$ cat config.mk
export PLATFORM = sky130hd
export DESIGN_NAME = hazardCtrl
export DESIGN_NICKNAME = d
export VERILOG_FILES = /design/src/hdl/hazardPkg.sv /design/src/hdl/bypass.sv /design/src/hdl/stall.sv /design/src/hdl/memWaitFsm.sv /design/src/hdl/hiloTimer.sv /design/src/hdl/hazardCtrl.sv
export SDC_FILE = /design/constraint.sdc
export NUM_CORES = 1
export LEC_CHECK = 0
export ABC_AREA = 1
export ABC_CLOCK_PERIOD_IN_PS = 2400
export BUFFER_PORTS_ARGS = -buffer_cell sky130_fd_sc_hd__buf_2
export CAP_MARGIN = 20
export CORE_UTILIZATION = 25
export DETAILED_ROUTE_END_ITERATION = 16
export GPL_ROUTABILITY_DRIVEN = 0
export PLACE_DENSITY = 0.53
export SLEW_MARGIN = 20
export SYNTH_ARGS = -nofsm -noshare
export SYNTH_HDL_FRONTEND = slang
export SYNTH_SLANG_ARGS = --single-unit
$ cat constraint.sdc
create_clock -name clk -period 2.4 [get_ports clk]
set_clock_uncertainty 0.1 [all_clocks]
set_input_delay 0.12 -clock clk [delete_from_list [all_inputs] [get_ports clk]]
set_output_delay 0.12 -clock clk [all_outputs]
set_load 0.01 [all_outputs]
$ cat src/hdl/hazardPkg.sv
package hazardPkg;

	// Register number width of the integer register file
	parameter int RegAddrWidth = 5;

	// Forwarding source of one operand
	typedef enum logic [1:0] {
		BYP_NONE = 2'd0, // Register file value
		BYP_MEM1 = 2'd1, // MEM1 result
		BYP_MEM2 = 2'd2, // MEM2 result
		BYP_WB   = 2'd3  // WB result
	} bypassSel_t;

	// Operation started on the HI/LO unit
	typedef enum logic [1:0] {
		HL_NONE = 2'd0,
		HL_MULT = 2'd1, // Multiply
		HL_DIV  = 2'd2  // Divide
	} hiloOp_t;

	// Data-cache wait states
	typedef enum logic [0:0] {
		MW_IDLE = 1'b0, // No access outstanding
		MW_BUSY = 1'b1  // Miss in progress
	} memWaitState_t;

endpackage

$ cat src/hdl/bypass.sv
`timescale 1ns/1ns

module bypass import hazardPkg::*; (
	input  logic [RegAddrWidth-1:0] idRs,
	input  logic [RegAddrWidth-1:0] idRt,
	input  logic [RegAddrWidth-1:0] exRs,
	input  logic [RegAddrWidth-1:0] exRt,
	input  logic [RegAddrWidth-1:0] mem1Rd,
	input  logic [RegAddrWidth-1:0] mem2Rd,
	input  logic [RegAddrWidth-1:0] wbRd,
	input  logic                    mem1RfWr,
	input  logic                    mem2RfWr,
	input  logic                    wbRfWr,
	input  logic                    bjOp,
	output bypassSel_t              exRsSel,
	output bypassSel_t              exRtSel,
	output bypassSel_t              idRsSel,
	output bypassSel_t              idRtSel
);

	logic mem1Ok; // Stage writes a nonzero register
	logic mem2Ok;
	logic wbOk;

	// Youngest producer wins
	function automatic bypassSel_t pickEx(input logic m1Hit, input logic m2Hit,
			input logic wbHit);
		if (m1Hit)
			return BYP_MEM1;
		else if (m2Hit)
			return BYP_MEM2;
		else if (wbHit)
			return BYP_WB;
		else
			return BYP_NONE;
	endfunction

	// Branch compare in ID sees only the MEM1 and MEM2 results
	function automatic bypassSel_t pickId(input logic branch, input logic m1Hit,
			input logic m2Hit);
		if (branch && m1Hit)
			return BYP_MEM1;
		else if (branch && m2Hit)
			return BYP_MEM2;
		else
			return BYP_NONE;
	endfunction

	assign mem1Ok = mem1RfWr && (mem1Rd != '0);
	assign mem2Ok = mem2RfWr && (mem2Rd != '0);
	assign wbOk   = wbRfWr && (wbRd != '0);

	assign exRsSel = pickEx(mem1Ok && (mem1Rd == exRs), mem2Ok && (mem2Rd == exRs),
			wbOk && (wbRd == exRs));
	assign exRtSel = pickEx(mem1Ok && (mem1Rd == exRt), mem2Ok && (mem2Rd == exRt),
			wbOk && (wbRd == exRt));
	assign idRsSel = pickId(bjOp, mem1Ok && (mem1Rd == idRs), mem2Ok && (mem2Rd == idRs));
	assign idRtSel = pickId(bjOp, mem1Ok && (mem1Rd == idRt), mem2Ok && (mem2Rd == idRt));

endmodule

$ cat src/hdl/stall.sv
`timescale 1ns/1ns

module stall import hazardPkg::*; (
	input  logic                    clk,
	input  logic                    rst_sign,
	input  logic [RegAddrWidth-1:0] idRs,
	input  logic [RegAddrWidth-1:0] idRt,
	input  logic [RegAddrWidth-1:0] exRt,
	input  logic [RegAddrWidth-1:0] mem1Rt,
	input  logic [RegAddrWidth-1:0] mem2Rt,
	input  logic                    exDmRd,
	input  logic                    exCp0Rd,
	input  logic                    mem1DmRd,
	input  logic                    mem1Cp0Rd,
	input  logic                    mem2DmRd,
	input  logic                    mem2Cp0Rd,
	input  logic                    exRfWr,
	input  logic                    mem2RfWr,
	input  logic                    bjOp,
	input  logic                    exMem1,
	input  logic                    eretFlush,
	input  logic                    memStall,
	input  logic                    hiloBusy,
	input  logic                    hiloVisit,
	output logic                    pcWr,
	output logic                    ifIdWr,
	output logic                    idExWr,
	output logic                    exMem1Wr,
	output logic                    mem1Mem2Wr,
	output logic                    mem2WbWr,
	output logic                    bubbleSel,
	output logic                    instSramEn,
	output logic                    isStall
);

	logic exUse;      // ID reads the EX destination
	logic mem1Use;
	logic mem2Use;
	logic hiloHold;
	logic loadUseEx;
	logic loadUseMem1;
	logic branchMem2;
	logic branchEx;
	logic frontHold;  // Any of the interlocks below memStall

	assign exUse   = (exRt == idRs) || (exRt == idRt);
	assign mem1Use = (mem1Rt == idRs) || (mem1Rt == idRt);
	assign mem2Use = (mem2Rt == idRs) || (mem2Rt == idRt);

	assign hiloHold    = hiloBusy && hiloVisit;
	assign loadUseEx   = (exDmRd || exCp0Rd) && exUse;
	assign loadUseMem1 = (mem1DmRd || mem1Cp0Rd) && mem1Use;
	assign branchMem2  = bjOp && mem2RfWr && (mem2DmRd || mem2Cp0Rd) && mem2Use;
	assign branchEx    = bjOp && exRfWr && exUse;

	// These interlocks all produce the same enable pattern
	assign frontHold = hiloHold || loadUseEx || loadUseMem1 || branchMem2 || branchEx;

	always_comb begin
		pcWr       = 1'b1; // Free-running pipeline by default
		ifIdWr     = 1'b1;
		idExWr     = 1'b1;
		exMem1Wr   = 1'b1;
		mem1Mem2Wr = 1'b1;
		mem2WbWr   = 1'b1;
		bubbleSel  = 1'b0;
		instSramEn = 1'b1;
		if (rst_sign) begin
			pcWr       = 1'b0; // Front held, bubbles flush the back
			ifIdWr     = 1'b0;
			instSramEn = 1'b0;
			bubbleSel  = 1'b1;
		end else if (exMem1 || eretFlush) begin
			mem1Mem2Wr = 1'b0; // Faulting instruction must not retire
			mem2WbWr   = 1'b0;
		end else if (memStall) begin
			pcWr       = 1'b0;
			ifIdWr     = 1'b0;
			idExWr     = 1'b0;
			exMem1Wr   = 1'b0;
			mem1Mem2Wr = 1'b0;
			mem2WbWr   = 1'b0;
			instSramEn = 1'b0;
			bubbleSel  = 1'b1;
		end else if (frontHold) begin
			pcWr       = 1'b0;
			ifIdWr     = 1'b0;
			instSramEn = 1'b0;
			bubbleSel  = 1'b1; // Bubble into EX
		end
	end

	assign isStall = ~pcWr;

endmodule

$ cat src/hdl/memWaitFsm.sv
`timescale 1ns/1ns

module memWaitFsm import hazardPkg::*; (
	input  logic clk,
	input  logic rst_sign,
	input  logic dCacheEn,
	input  logic dCacheDataOk,
	input  logic iCacheDataOk,
	output logic memStall
);

	memWaitState_t state;
	memWaitState_t stateNext;
	logic          dWait; // Data side not ready

	always_ff @(posedge clk) begin
		if (rst_sign)
			state <= MW_IDLE;
		else
			state <= stateNext;
	end

	always_comb begin
		stateNext = state;
		dWait     = 1'b0;
		case (state)
			MW_IDLE: begin
				if (dCacheEn && !dCacheDataOk) begin
					dWait     = 1'b1; // Miss starts
					stateNext = MW_BUSY;
				end
			end
			MW_BUSY: begin
				if (dCacheDataOk)
					stateNext = MW_IDLE; // Data returned this cycle
				else
					dWait = 1'b1;
			end
			default: stateNext = MW_IDLE;
		endcase
	end

	// Instruction fetch miss also freezes everything
	assign memStall = dWait || !iCacheDataOk;

endmodule

$ cat src/hdl/hiloTimer.sv
`timescale 1ns/1ns

module hiloTimer import hazardPkg::*; #(
	parameter int MulCycles = 4,
	parameter int DivCycles = 33
) (
	input  logic    clk,
	input  logic    rst_sign,
	input  hiloOp_t hiloOp,
	output logic    hiloBusy
);

	localparam int MaxCycles = (MulCycles > DivCycles) ? MulCycles : DivCycles;
	localparam int CntWidth  = $clog2(MaxCycles + 1);

	localparam logic [CntWidth-1:0] MulLoad = CntWidth'(MulCycles);
	localparam logic [CntWidth-1:0] DivLoad = CntWidth'(DivCycles);

	logic [CntWidth-1:0] count; // Remaining busy cycles

	always_ff @(posedge clk) begin
		if (rst_sign) begin
			count <= '0;
		end else if (count != '0) begin
			count <= count - 1'b1; // New opcodes dropped while busy
		end else begin
			case (hiloOp)
				HL_MULT: count <= MulLoad;
				HL_DIV:  count <= DivLoad;
				default: count <= '0;
			endcase
		end
	end

	// Busy for exactly the loaded number of cycles
	assign hiloBusy = (count != '0);

endmodule

$ cat src/hdl/hazardCtrl.sv
`timescale 1ns/1ns

module hazardCtrl import hazardPkg::*; #(
	parameter int MulCycles = 4,
	parameter int DivCycles = 33
) (
	input  logic                    clk,
	input  logic                    rst_sign,
	input  logic [RegAddrWidth-1:0] idRs,
	input  logic [RegAddrWidth-1:0] idRt,
	input  logic [RegAddrWidth-1:0] exRs,
	input  logic [RegAddrWidth-1:0] exRt,
	input  logic [RegAddrWidth-1:0] mem1Rd,
	input  logic [RegAddrWidth-1:0] mem2Rd,
	input  logic [RegAddrWidth-1:0] wbRd,
	input  logic [RegAddrWidth-1:0] mem1Rt,
	input  logic [RegAddrWidth-1:0] mem2Rt,
	input  logic                    exRfWr,
	input  logic                    mem1RfWr,
	input  logic                    mem2RfWr,
	input  logic                    wbRfWr,
	input  logic                    bjOp,
	input  logic                    exDmRd,
	input  logic                    exCp0Rd,
	input  logic                    mem1DmRd,
	input  logic                    mem1Cp0Rd,
	input  logic                    mem2DmRd,
	input  logic                    mem2Cp0Rd,
	input  logic                    exMem1,
	input  logic                    eretFlush,
	input  logic                    dCacheEn,
	input  logic                    dCacheDataOk,
	input  logic                    iCacheDataOk,
	input  hiloOp_t                 hiloOp,
	input  logic                    hiloVisit,
	output bypassSel_t              exRsSel,
	output bypassSel_t              exRtSel,
	output bypassSel_t              idRsSel,
	output bypassSel_t              idRtSel,
	output logic                    pcWr,
	output logic                    ifIdWr,
	output logic                    idExWr,
	output logic                    exMem1Wr,
	output logic                    mem1Mem2Wr,
	output logic                    mem2WbWr,
	output logic                    bubbleSel,
	output logic                    instSramEn,
	output logic                    isStall
);

	logic memStall; // Cache wait into stall priority
	logic hiloBusy;

	bypass u_bypass (
		.idRs(idRs), .idRt(idRt), .exRs(exRs), .exRt(exRt),
		.mem1Rd(mem1Rd), .mem2Rd(mem2Rd), .wbRd(wbRd),
		.mem1RfWr(mem1RfWr), .mem2RfWr(mem2RfWr), .wbRfWr(wbRfWr), .bjOp(bjOp),
		.exRsSel(exRsSel), .exRtSel(exRtSel), .idRsSel(idRsSel), .idRtSel(idRtSel)
	);

	stall u_stall (
		.clk(clk), .rst_sign(rst_sign),
		.idRs(idRs), .idRt(idRt), .exRt(exRt), .mem1Rt(mem1Rt), .mem2Rt(mem2Rt),
		.exDmRd(exDmRd), .exCp0Rd(exCp0Rd), .mem1DmRd(mem1DmRd), .mem1Cp0Rd(mem1Cp0Rd),
		.mem2DmRd(mem2DmRd), .mem2Cp0Rd(mem2Cp0Rd), .exRfWr(exRfWr), .mem2RfWr(mem2RfWr),
		.bjOp(bjOp), .exMem1(exMem1), .eretFlush(eretFlush),
		.memStall(memStall), .hiloBusy(hiloBusy), .hiloVisit(hiloVisit),
		.pcWr(pcWr), .ifIdWr(ifIdWr), .idExWr(idExWr), .exMem1Wr(exMem1Wr),
		.mem1Mem2Wr(mem1Mem2Wr), .mem2WbWr(mem2WbWr), .bubbleSel(bubbleSel),
		.instSramEn(instSramEn), .isStall(isStall)
	);

	memWaitFsm u_memWaitFsm (
		.clk(clk), .rst_sign(rst_sign),
		.dCacheEn(dCacheEn), .dCacheDataOk(dCacheDataOk), .iCacheDataOk(iCacheDataOk),
		.memStall(memStall)
	);

	hiloTimer #(
		.MulCycles(MulCycles),
		.DivCycles(DivCycles)
	) u_hiloTimer (
		.clk(clk), .rst_sign(rst_sign), .hiloOp(hiloOp), .hiloBusy(hiloBusy)
	);

endmodule

==> results summary, run 1 <==
Clock-pin slew was measured on the worst setup and hold paths at 0.04 ns. TritonCTS created 3 clock buffers. The worst register-to-register path ends at u_hiloTimer.count[0]$_SDFF_PP0_. The count of hold buffers inserted by post-cts repair came out at 0.

TritonCTS built the clock tree. The final layout contains 445 nets. Leaving out fill and tap cells, the most frequent cell in the layout is nand2_1. For the finished layout, the period the worst path requires is ~1.9 ns. In the final layout, the share of cells above drive strength 1 is between 20 and 30%.

The layout-stage area growth over the synthesis result came out at 22.9%. In this run, synthesis produced a sequential element count of 7. The estimated wirelength of the detail-placed design came out at about 4600 um. Global routing used 14.6% of the available tracks. The number of top-level pins came out at 83.

The proportion of netlist area held by the largest area contributor came out at between 10% and 20%. The run finished with clean final reports. 0 antenna diodes ended up in the layout.

The leakage power came out at 1.21 nW. Counting flops with an async set or reset pin after synthesis yields a share of 0%. The area enclosed by the die boundary is 7530 um2. The setup total negative slack came out at 0 ns. The number of antenna violations at the first check in global routing is 0. In the finished design, the share of the clock period the worst path needs comes to 79.8%. The largest driver fanout on the critical path is 4. The core region is roughly 7000 um2. The startpoint identified for the worst hold timing path is rst_sign. Setup violations remaining at the end of the flow were counted as 0. The max-cap violation count is 0.

Power spread over the standard cell area amounts to a little under 400 nW/um2. The worst setup path is captured at an output port. The die extent in y is ~87 um. The final-report max-slew violation count is 0. The number of design-rule violations left by the first detailed-router iteration came out at 122. The total via count in the routed design is 2017. The floorplan step set the die width to 86.8 um. The count of cells along the worst hold path came out at 2. The synthesized net count came out at 380.

Dividing the detail-routed wire length by the instance count gives 11.3 um. Gates resized during post-CTS repair numbered 0. In this run, synthesis inferred 0 flip-flops with an integrated enable. The initial core utilization came out at between 20% and 30%.

The main flop type after synthesis is dfxtp_1. The largest total area in the synthesized netlist belongs to nand2_1. In the layout the commonest cells are nand2_1 (93), buf_2 (82), nor2_1 (34).

The number of post-CTS setup repair buffers came out at 0. The via count of the first global-routing pass is 1863. The pin count of the biggest net entering global routing came out at 8.

The wire length of the first global-routing pass came out at 8780 um. The synthesized netlist cell count came out at 312. The average cell area after synthesis came out at ~5.8 um2.

By startpoint and endpoint, the worst setup path is classified as reg -> out. Setup repair after global routing left no endpoint under its margin. In this run the critical register-to-register path is launched from u_hiloTimer.count[0]$_SDFF_PP0_. For the pin with the worst max-slew slack, the measured transition is 0.292 ns. The number of cells on the worst reg-to-reg path is 5. The total power after layout came out at between 0.8 and 0.9 mW. The sequential fraction of the synthesis area came out at 7.80%.

At the later pin of the worst-skew pair, clock insertion delay measures ~0.22 ns. The number of sinks on the clock net came out at 7. The final hold violation count is 0. Counting distinct cell types in the post-synthesis netlist gives 35. The filler cells instantiated in the layout total 786. The post-route antenna net violation count is 0. The level count of the clock H-tree came out at 1. Data on the critical path is required at its endpoint by 2.18 ns. For the worst setup path, the data arrival time is 1.70 ns. The end point of the worst hold path is u_hiloTimer.count[2]$_SDFF_PP0_. The mapped netlist covers 1800 um2.

The number of warnings printed during yosys synthesis is 0. The total global routing overflow came out at 0. The placement row count came out at 30. STA classifies the critical path startpoint as a flop. The worst register-to-register path has a setup slack of roughly 1.2 ns. In this run the tightest slew margin relative to its limit is 80.3%. For this run, the top clock speed supported by timing is 522 MHz. By area the synthesized netlist is led by nand2_1 (19%), xnor2_1 (14%), dfxtp_1 (7.8%).

Across the VDD grid, the largest voltage drop is 0.000195 V. The type of the most critical hold path is in -> reg. In the routed design, unresolved DRC markers number 0. The per-cell via count in the routed design came out at 4.27. The number of iterations in the first detailed-routing pass came out at 4. The maximum buffer depth of the clock tree is 2. Port buffering added approximately 80 buffers. In this run the clock root is driven by a clkbuf_8. After detailed routing, the total wire length is 5310 um.
report_power, final:
part | switching, mW | internal (mW) | leakage [nW]
Sequential | 0.0288 | 0.154 | 0.0580
Clock | 0.0506 | 0.115 | 0.0228
Combinational | 0.302 | 0.219 | 1.13
Total | 0.381 | 0.488 | 1.21
kinds of logic after synthesis:
family | count (synthesis) | synth area share (%)
buf+inv | 66 | 18.3
fa+ha+maj | 2 | 1.39
simple gates | 163 | 39.3
compound gates | 29 | 11.2
flops | 7 | 7.80
xor+xnor | 45 | 21.9
worst max-delay path by stage:
stage                                     from          to  slack [ns]
6_report       u_hiloTimer.count[0]$_SDFF_PP0_      ifIdWr        0.48
3_3_place_gp   u_hiloTimer.count[0]$_SDFF_PP0_      ifIdWr        0.77
5_1_grt        u_hiloTimer.count[0]$_SDFF_PP0_        pcWr        0.26
4_1_cts        u_hiloTimer.count[0]$_SDFF_PP0_  instSramEn        0.47
3_5_place_dp   u_hiloTimer.count[0]$_SDFF_PP0_  instSramEn        0.73
2_1_floorplan  u_hiloTimer.count[0]$_SDFF_PP0_  instSramEn        0.72
cells in the mapped netlist, drive strengths merged (3+ instances only):
library cell	instances
xnor2	29
nand3	13
o21ai	6
nor2	36
nand2	94
dfxtp	7
buf	22
nand4	10
a21oi	7
nor3	6
o22ai	3
inv	44
xor2	16
per-stage QoR:
step	worst slack, ns	util (%)	hold WS, ns	instances	area, um2
after floorplan	0.717	-	0.0891	312	1800
after global placement	0.775	31.5	0.258	468	2160
after detailed placement	0.729	31.5	0.260	468	2160
after CTS	0.473	32.1	0.0242	472	2210
after global routing	0.260	32.1	0.0237	472	2210
final	0.484	32.1	0.0287	472	2210
registers in the layout (all words and copies together) (netlist names):
signal              flops
u_hiloTimer.count       6
u_memWaitFsm.state      1
layer usage:
| metal | vias to the layer above | wire length [um] | track usage (%) | part of all wire [%] |
|---|---|---|---|---|
| li1 | 1095 | - | - | - |
| met1 | 876 | 2590 | 20.5 | 49 |
| met2 | 42 | 2480 | 24.4 | 47 |
| met3 | 4 | 186 | 1.71 | 3.5 |
| met4 | 0 | 53 | 1.67 | 1.0 |
| met5 | - | 0 | 0 | 0 |
final cells by class:
type	count	area, um2	share of cell area (%)
sequential	7	140	6.35
clock buffer	4	45.0	2.04
inverter	44	165	7.48
timing repair buffer	82	410	18.6
multi-input combinational	239	1330	60.1
tap	96	120	5.44
critical path, stage by stage (launching register included):
cell and delay, ns:
dfxtp_1 0.31, inv_1 0.11, ha_1 0.17, nand4_2 0.17
a21oi_2 0.17, nand2_2 0.06, nor2_2 0.13, nor2_1 0.05
nor2_1 0.14, buf_2 0.16
No activity file was read; power rests on OpenSTA's default activity.
==> run 2, diff against run 1 <==
--- a/config.mk
+++ b/config.mk
@@ -5,14 +5,14 @@
 export SDC_FILE = /design/constraint.sdc
 export NUM_CORES = 1
 export LEC_CHECK = 0
-export ABC_AREA = 1
-export ABC_CLOCK_PERIOD_IN_PS = 2400
+export ABC_AREA = 0
+export ABC_CLOCK_PERIOD_IN_PS = 1700
 export BUFFER_PORTS_ARGS = -buffer_cell sky130_fd_sc_hd__buf_2
 export CAP_MARGIN = 20
 export CORE_UTILIZATION = 25
 export DETAILED_ROUTE_END_ITERATION = 16
 export GPL_ROUTABILITY_DRIVEN = 0
-export PLACE_DENSITY = 0.53
+export PLACE_DENSITY = 0.56
 export SLEW_MARGIN = 20
 export SYNTH_ARGS = -nofsm -noshare
 export SYNTH_HDL_FRONTEND = slang
==> constraint.sdc (replaced) <==
create_clock -name clk -period 1.7 [get_ports clk]
set_clock_uncertainty 0.1 [all_clocks]
set_input_delay 0.085 -clock clk [delete_from_list [all_inputs] [get_ports clk]]
set_output_delay 0.085 -clock clk [all_outputs]
set_load 0.01 [all_outputs]
==> results summary, run 2 <==
The placement row count is 28 (-6.7%). The estimated wirelength of the detail-placed design came out at 4270 um (-7.9%). The count of hold buffers inserted by post-cts repair was 0 (unchanged).

The proportion of layout cells with a drive suffix above 1 came out at 46.3% (+17 points). The proportion of synthesized flip-flops having asynchronous set or reset came out at 0% (unchanged). The max-cap violation count is 0 (unchanged). By instance count, the leading cell after synthesis is xor2_1. xor2_1 takes more of the synthesized area than any other cell. The CTS clock-pin slew for the worst setup and hold paths is 0.04 ns (about the same).

The worst register-to-register path ends at u_hiloTimer.count[2]$_SDFF_PP0_. The worst supply voltage drop on vdd is 0.000453 V (+130%). The worst setup path is launched from a flop. The wire length of the first global-routing pass was 7940 um (-9.6%).

The count of cells along the worst hold path came out at 4 (+2). The detailed-route wire length per cell came out at 14.5 um (+29%). The per-cell via count in the routed design came out at 4.65 (+8.9%). The number of sinks on the clock net is 7 (unchanged). The global-route usage over all layers came out at 15.3% (+0.75 points).

The sequential fraction of the synthesis area came out at 8.80% (+1.0 points). The minimum clock period after layout came out at 1.98 ns. The startpoint identified for the worst hold timing path is dCacheDataOk. The worst slew slack as a fraction of its limit is 63.9% (-16 points).

The met1 global-route usage came out at 19.5% (-1.1 points). The average cell area after synthesis was 7.73 um2 (+34%). The number of cells on the worst reg-to-reg path is 8 (+3). The total of buffers placed on input and output ports is 82 (unchanged). The signal on the critical path passes through nor3_4, nand3b_1, a211oi_2, nand3_2, o32ai_4, buf_2. The power per cell area is 719 nW/um2 (+83%). Ranked by total cell area, the synthesized netlist is headed by xor2_1 (24%), xnor2_1 (23%), dfxtp_1 (8.8%). The final hold violation count is 0 (unchanged). The global routing usage on met3 came out at 1.00% (-0.71 points).

The number of design-rule violations left by the first detailed-router iteration came out at 44 (-64%). TritonCTS built the clock tree. The post-route antenna net violation count is 0 (unchanged). The level count of the clock H-tree is 1 (unchanged). u_hiloTimer.count holds more flip-flops than any other register. The total via count in the routed design came out at 1656 (-18%). The number of top-level pins is 83 (unchanged). The internal power summed over all cells came out at 0.946 mW (+94%).

The library cell used most frequently in the layout, excluding fill and tap cells, is buf_2. The post-route DRC violation count is 0 (unchanged). The maximum buffer depth of the clock tree is 2 (unchanged). The synthesis-stage register bit count is 7 (unchanged). The number of antenna violations at the first check in global routing came to 0 (unchanged).

The die width is 81.8 um (-5.7%). The worst slack at placement came out at -0.0334 ns (-0.763 ns). The total power after layout came out at 1.57 mW (+81%). The TritonCTS buffer count is 3 (unchanged).

The number of warnings printed during yosys synthesis is 0 (unchanged). After synthesis, the most frequently instantiated cells are xor2_1 (43), xnor2_1 (41), nand3_1 (15), buf_2 (12), nor4_1 (12). Setup repair after global routing could not meet its margin everywhere.

The required arrival time at the worst endpoint was 1.51 ns (-0.67 ns). The final-report max-slew violation count came out at 0 (unchanged). The total core area came out at 6030 um2 (-12%). The relative contribution of the clock network to total power came to 15.1% (-4.0 points).

The worst register-to-register path begins at u_hiloTimer.count[4]$_SDFF_PP0_. The type of destination of the critical path is an output port. The initial core utilization came out at 26.4% (+0.28 points). The worst setup path is of the reg -> out kind. The net total in the final layout came to 350 (-21%). The final critical path takes up 116% of the cycle. The area enclosed by the die boundary came out at 6690 um2 (-11%). The setup slack of the most critical reg-to-reg path is 0.09 ns (-1.06 ns). The pin count of the biggest net entering global routing is 12 (+4). The via count of the first global-routing pass is 1668 (-10%).

The leakage power came out at 0.938 nW (-22%). The top cell types in the final layout, fill and taps aside, are buf_2 (82), xor2_1 (43), xnor2_1 (41). The number of flip-flops under the largest register name is 6 (unchanged). The main flop type after synthesis is dfxtp_1. The delay contributed by the slowest stage of the critical path came out at 0.33 ns (+0.02 ns).

The layout-stage area growth over the synthesis result is 37.4%. The cell type of the slowest stage on the worst timing path is dfxtp_2. The met2 layer usage reported by global route is 28.4% (+4.0 points).

The count of inserted antenna diode cells is 0 (unchanged). The data arrival at the endpoint of the critical path is 1.79 ns (+0.09 ns). The final reports fail on negative setup slack. The largest registers in the layout are u_hiloTimer.count x6, u_memWaitFsm.state x1. The number of iterations in the first detailed-routing pass is 4 (unchanged). The total net switching power came out at 0.628 mW (+65%). The netlist area before placement is 1590 um2 (-11%). The number of setup violations in the final report came out at 5 (+5). The maximum operating frequency is 505 MHz. The die extent in y is 81.8 um (-5.7%).

The total global routing overflow is 0 (unchanged). The type of the most critical hold path is in -> reg. The largest driver fanout on the critical path came out at 3 (-1). The path with the worst hold slack has its endpoint at u_memWaitFsm.state$_SDFF_PP0_. The final routed wirelength across all metal layers is 5150 um (-3.0%). The number of flops mapped to enable cells by yosys is 0 (unchanged). The routing layer with the top usage in global route is met2. The synthesized net count came out at 274 (-28%). The net switching fraction of the power came to 39.9% (-4.0 points). The count of unique library cells instantiated by Yosys came to 35 (unchanged). The flow ran to the end, but the final reports show violations.

The synthesized netlist cell count is 206 (-34%). The proportion of netlist area held by the largest area contributor came out at 23.6% (+4.2 points). The tree is rooted in a clkbuf_8. The setup slack of the critical path after layout is -0.279 ns (-0.763 ns).

The share of total power in sequential cells is 18.5% (-2.6 points). The worst-margin pin slew is 0.536 ns (+0.244 ns). The combinational power share came to 66.4% (+6.5 points). The worst-skew pair later-pin latency came out at 0.23 ns (about the same).
[run 2: timing repair]
item | CTS | global route
gates cloned | 0 | 0
pin swaps | 2 | 7
resized for setup | 7 | 7
buffers inserted | 4 | 2
setup endpoints to repair | 5 | 8
[run 2: worst max-delay path by stage]
stage	start	to	slack (ns)	cells after the start
2_1_floorplan	u_hiloTimer.count[2]$_SDFF_PP0_	instSramEn	-0.08	6
3_3_place_gp	u_hiloTimer.count[2]$_SDFF_PP0_	bubbleSel	0.06	6
3_5_place_dp	u_hiloTimer.count[2]$_SDFF_PP0_	isStall	-0.03	6
4_1_cts	u_hiloTimer.count[2]$_SDFF_PP0_	isStall	-0.19	6
5_1_grt	u_hiloTimer.count[4]$_SDFF_PP0_	ifIdWr	-0.41	6
6_report	u_hiloTimer.count[4]$_SDFF_PP0_	pcWr	-0.28	6
[run 2: routing by layer]
metal	share of wire (%)	vias to the layer above	routed length, um
li1	-	837	-
met2	52	40	2670
met3	3.5	0	178
met1	45	779	2300
met4	0	0	0
met5	0	-	0
[run 2: per-stage QoR]
| step | instances | util, % | area [um2] | TNS, ns | hold WS (ns) |
|---|---|---|---|---|---|
| after CTS | 357 | 35.9 | 2160 | -0.892 | 0.111 |
| after global placement | 349 | 34.2 | 2060 | 0 | 0.303 |
| final | 356 | 36.3 | 2190 | -1.38 | 0.137 |
| after floorplan | 206 | - | 1600 | -0.226 | 0.174 |
| after detailed placement | 349 | 34.2 | 2060 | -0.0890 | 0.310 |
| after global routing | 356 | 36.3 | 2190 | -2.03 | 0.142 |
[run 2: worst max-delay path: cells and delay by family (launching register included)]
kind | cells | cell delay, ns
buffers and inverters | 1 | 0.18
AOI/OAI and AO/OA | 2 | 0.56
DFF | 1 | 0.33
and+or+nand+nor | 3 | 0.49
[run 2: cells by family (layout without fill, tap and decap cells)]
kind of cell	Yosys count	count (layout)	synth area share [%]
AOI/OAI and AO/OA	23	23	10.9
and+or+nand+nor	55	55	20.7
xor gates and xnor gates	84	84	46.2
DFF	7	7	8.80
adders and majority gates	2	2	1.57
buffers and inverters	35	110	11.8
[run 2: area by class of cell]
cell class	instances	area, um2
Clock buffer	4	45.0
Fill cell	658	3840
Inverter	4	15.0
Sequential cell	7	145
Tap cell	75	93.8
Multi-Input combinational cell	164	1330
Timing Repair Buffer	102	561
[run 2: power groups by stage]
stage | clock (mW) | combinational [mW] | sequential (mW)
2_1_floorplan | 0 | 0.566 | 0.270
3_3_place_gp | 0 | 0.881 | 0.265
3_5_place_dp | 0 | 0.886 | 0.268
4_1_cts | 0.243 | 1.01 | 0.270
5_1_grt | 0.249 | 1.17 | 0.300
6_report | 0.238 | 1.05 | 0.291
==> run 3, diff against run 2 <==
--- a/config.mk
+++ b/config.mk
@@ -6,13 +6,13 @@
 export NUM_CORES = 1
 export LEC_CHECK = 0
 export ABC_AREA = 0
-export ABC_CLOCK_PERIOD_IN_PS = 1700
+export ABC_CLOCK_PERIOD_IN_PS = 1900
 export BUFFER_PORTS_ARGS = -buffer_cell sky130_fd_sc_hd__buf_2
 export CAP_MARGIN = 20
-export CORE_UTILIZATION = 25
+export CORE_UTILIZATION = 46
 export DETAILED_ROUTE_END_ITERATION = 16
 export GPL_ROUTABILITY_DRIVEN = 0
-export PLACE_DENSITY = 0.56
+export PLACE_DENSITY = 0.86
 export SLEW_MARGIN = 20
 export SYNTH_ARGS = -nofsm -noshare
 export SYNTH_HDL_FRONTEND = slang
==> constraint.sdc (replaced) <==
create_clock -name clk -period 1.9 [get_ports clk]
set_clock_uncertainty 0.1 [all_clocks]
set_input_delay 0.095 -clock clk [delete_from_list [all_inputs] [get_ports clk]]
set_output_delay 0.095 -clock clk [all_outputs]
set_load 0.01 [all_outputs]
==> results summary, run 3 (synthesized netlist as in run 2, its figures left out) <==
The worst reg2reg path endpoint is u_hiloTimer.count[0]$_SDFF_PP0_. The placement row count is 21 (-25%). The layout-stage area growth over the synthesis result came out at 24.3%. The final hold violation count was 0 (unchanged).

The worst supply voltage drop on vdd is 0.000260 V (-43%). The CTS clock-pin slew for the worst setup and hold paths came out at 0.05 ns (about the same). The number of inserted filler cells in the final layout was 306 (-53%).

The total of buffers placed on input and output ports was 82 (unchanged). The end point of the worst hold path is u_memWaitFsm.state$_SDFF_PP0_. The worst-skew pair later-pin latency came out at 0.26 ns (+0.03 ns). The level count of the clock H-tree was 1 (unchanged). The total core area came to 3340 um2 (-45%). The multi-input combinational cell area is 1300 um2 (-2.4%). The setup slack of the most critical reg-to-reg path came out at 0.36 ns (+0.27 ns). The TritonCTS buffer count is 3 (unchanged). The post-route antenna net violation count is 0 (unchanged). For this run, the top clock speed supported by timing is 512 MHz. Setup repair after global routing could not meet its margin everywhere.

The die width is 60.8 um (-26%). The largest registers in the layout are u_hiloTimer.count x6, u_memWaitFsm.state x1. The net total in the final layout is 334 (-4.6%). The number of flip-flops under the largest register name came out at 6 (unchanged).

The worst setup path is launched from a flop. The per-cell via count in the routed design came to 5.18 (+11%). The estimated wirelength of the detail-placed design came out at 3580 um (-16%).

The die extent in y came out at 60.8 um (-26%). The largest driver fanout on the critical path came out at 3 (unchanged). The register with the most flip-flops in the final layout is u_hiloTimer.count. The run finished, with violations left. The max-cap violation count came out at 0 (unchanged). The worst hold path begins at dCacheEn.

The number of standard cells in the layout, taps in and fillers out came out at 311 (-13%). The post-place instance area came to 1900 um2 (-7.7%). The count of inserted antenna diode cells is 0 (unchanged). The final routed wirelength across all metal layers came out at 4380 um (-15%). The number of top-level pins came to 83 (unchanged). The finished layout cell area came out at 1980 um2 (-9.5%). The worst slew slack as a fraction of its limit is 72.0% (+8.1 points). The type of the most critical hold path is in -> reg.

The final-report max-slew violation count is 0 (unchanged). The final reports fail on negative setup slack. The total global routing overflow is 0 (unchanged).

The pin count of the biggest net entering global routing is 13 (+1). The worst register-to-register path begins at u_hiloTimer.count[0]$_SDFF_PP0_. After layout, the worst path uses 103% of the clock period. The minimum clock period after layout is about 2 ns. The proportion of layout cells with a drive suffix above 1 came to 41.5% (-4.8 points).

The worst-margin pin slew came to 0.416 ns (-0.120 ns). The maximum buffer depth of the clock tree came out at 2 (unchanged). The library cells used most frequently in the layout, excluding fill and tap cells, are buf_2 (82), xor2_1 (43), xnor2_1 (41). The setup path with the least slack is of type reg -> out. The setup slack of the critical path after layout came to -0.0515 ns (+0.227 ns). The via count of the first global-routing pass is 1545 (-7.4%). The detailed-route wire length per cell is 14.1 um (-2.6%). The number of setup violations in the final report is 5 (unchanged). The type of destination of the critical path is an output port. The total via count in the routed design is 1612 (-2.7%).

The global-route usage over all layers came out at 25.5% (+10 points). The setup total negative slack came out at -0.179 ns (+1.20 ns). TritonCTS built the clock tree. The count of cells along the worst hold path is 3 (-1). The area enclosed by the die boundary came out at 3700 um2 (-45%). The number of sinks on the clock net came out at 7 (unchanged).

The power per cell area is 609 nW/um2 (-15%). The number of antenna violations at the first check in global routing is 0 (unchanged). The wire length of the first global-routing pass came out at 7020 um (-12%).

The data arrival at the endpoint of the critical path is 1.76 ns (-0.03 ns). The share of the core filled with cells is 59.3% (+23 points). The leakage power is 0.850 nW (-9.4%). The library cell used most frequently in the layout, excluding fill and tap cells, is buf_2. The initial core utilization is 47.7% (+21 points).

The number of iterations in the first detailed-routing pass came out at 4 (unchanged). The number of design-rule violations left by the first detailed-router iteration came out at 40 (-9.1%). The post-route DRC violation count is 0 (unchanged). The count of hold buffers inserted by post-cts repair came out at 0 (unchanged). The root buffer cell is clkbuf_4. The required arrival time at the worst endpoint came out at 1.70 ns (+0.19 ns).

The area of all sequential standard cells is 144 um2 (-0.86%). The number of cells on the worst reg-to-reg path came to 7 (-1). The number of cells in the design after placement is 304 (-13%).
-- run 3: area by class of cell --
type | instances | area share (%)
multi-input combinational | 164 | 65.5
timing repair buffer | 86 | 22.3
sequential | 7 | 7.27
inverter | 4 | 0.759
tap | 46 | 2.91
clock buffer | 4 | 1.33
-- run 3: worst max path at each step --
stage	cells past startpoint	start	endpoint	slack [ns]
2_1_floorplan	6	u_hiloTimer.count[2]$_SDFF_PP0_	instSramEn	0.1
3_3_place_gp	6	u_hiloTimer.count[2]$_SDFF_PP0_	bubbleSel	0.20
3_5_place_dp	6	u_hiloTimer.count[2]$_SDFF_PP0_	bubbleSel	0.13
4_1_cts	6	u_hiloTimer.count[4]$_SDFF_PP0_	bubbleSel	-0.008
5_1_grt	6	u_hiloTimer.count[4]$_SDFF_PP0_	pcWr	-0.16
6_report	7	u_hiloTimer.count[0]$_SDFF_PP0_	bubbleSel	-0.05
-- run 3: repair_timing --
action                                 CTS  global route
gates resized for setup                  7             2
endpoints found under the hold margin    0             0
pin swaps                                3             0
setup endpoints to repair                5             5
buffers inserted                         2             1
gates cloned                             0             0
-- run 3: report_power, final --
group,internal (mW),total [mW],switching (mW)
Clock,0.0806,0.143,0.0625
Sequential,0.209,0.268,0.0592
Combinational,0.396,0.795,0.399
-- run 3: layer usage --
| layer | global-route usage (%) | part of all wire [%] |
|---|---|---|
| met1 | 31.2 | 44 |
| met2 | 46.0 | 51 |
| met3 | 3.41 | 4.0 |
| met4 | 8.12 | 1.2 |
| met5 | 0 | 0 |
-- run 3: metrics by stage --
step	hold WS [ns]	total power [mW]	setup WS (ns)
after floorplan	0.184	0.746	0.0965
after global placement	0.287	0.905	0.198
after detailed placement	0.319	0.931	0.127
after CTS	0.0467	1.15	-0.00775
after global routing	0.0821	1.31	-0.156
final	0.0390	1.21	-0.0515
-- run 3: critical path, stage by stage, from the launching register on --
cell and delay, ns:
dfxtp_2 0.33, inv_2 0.09, ha_4 0.14, nand3b_1 0.13, a211oi_2 0.21, nand3_1 0.13, o32a_1 0.32, buf_2 0.14
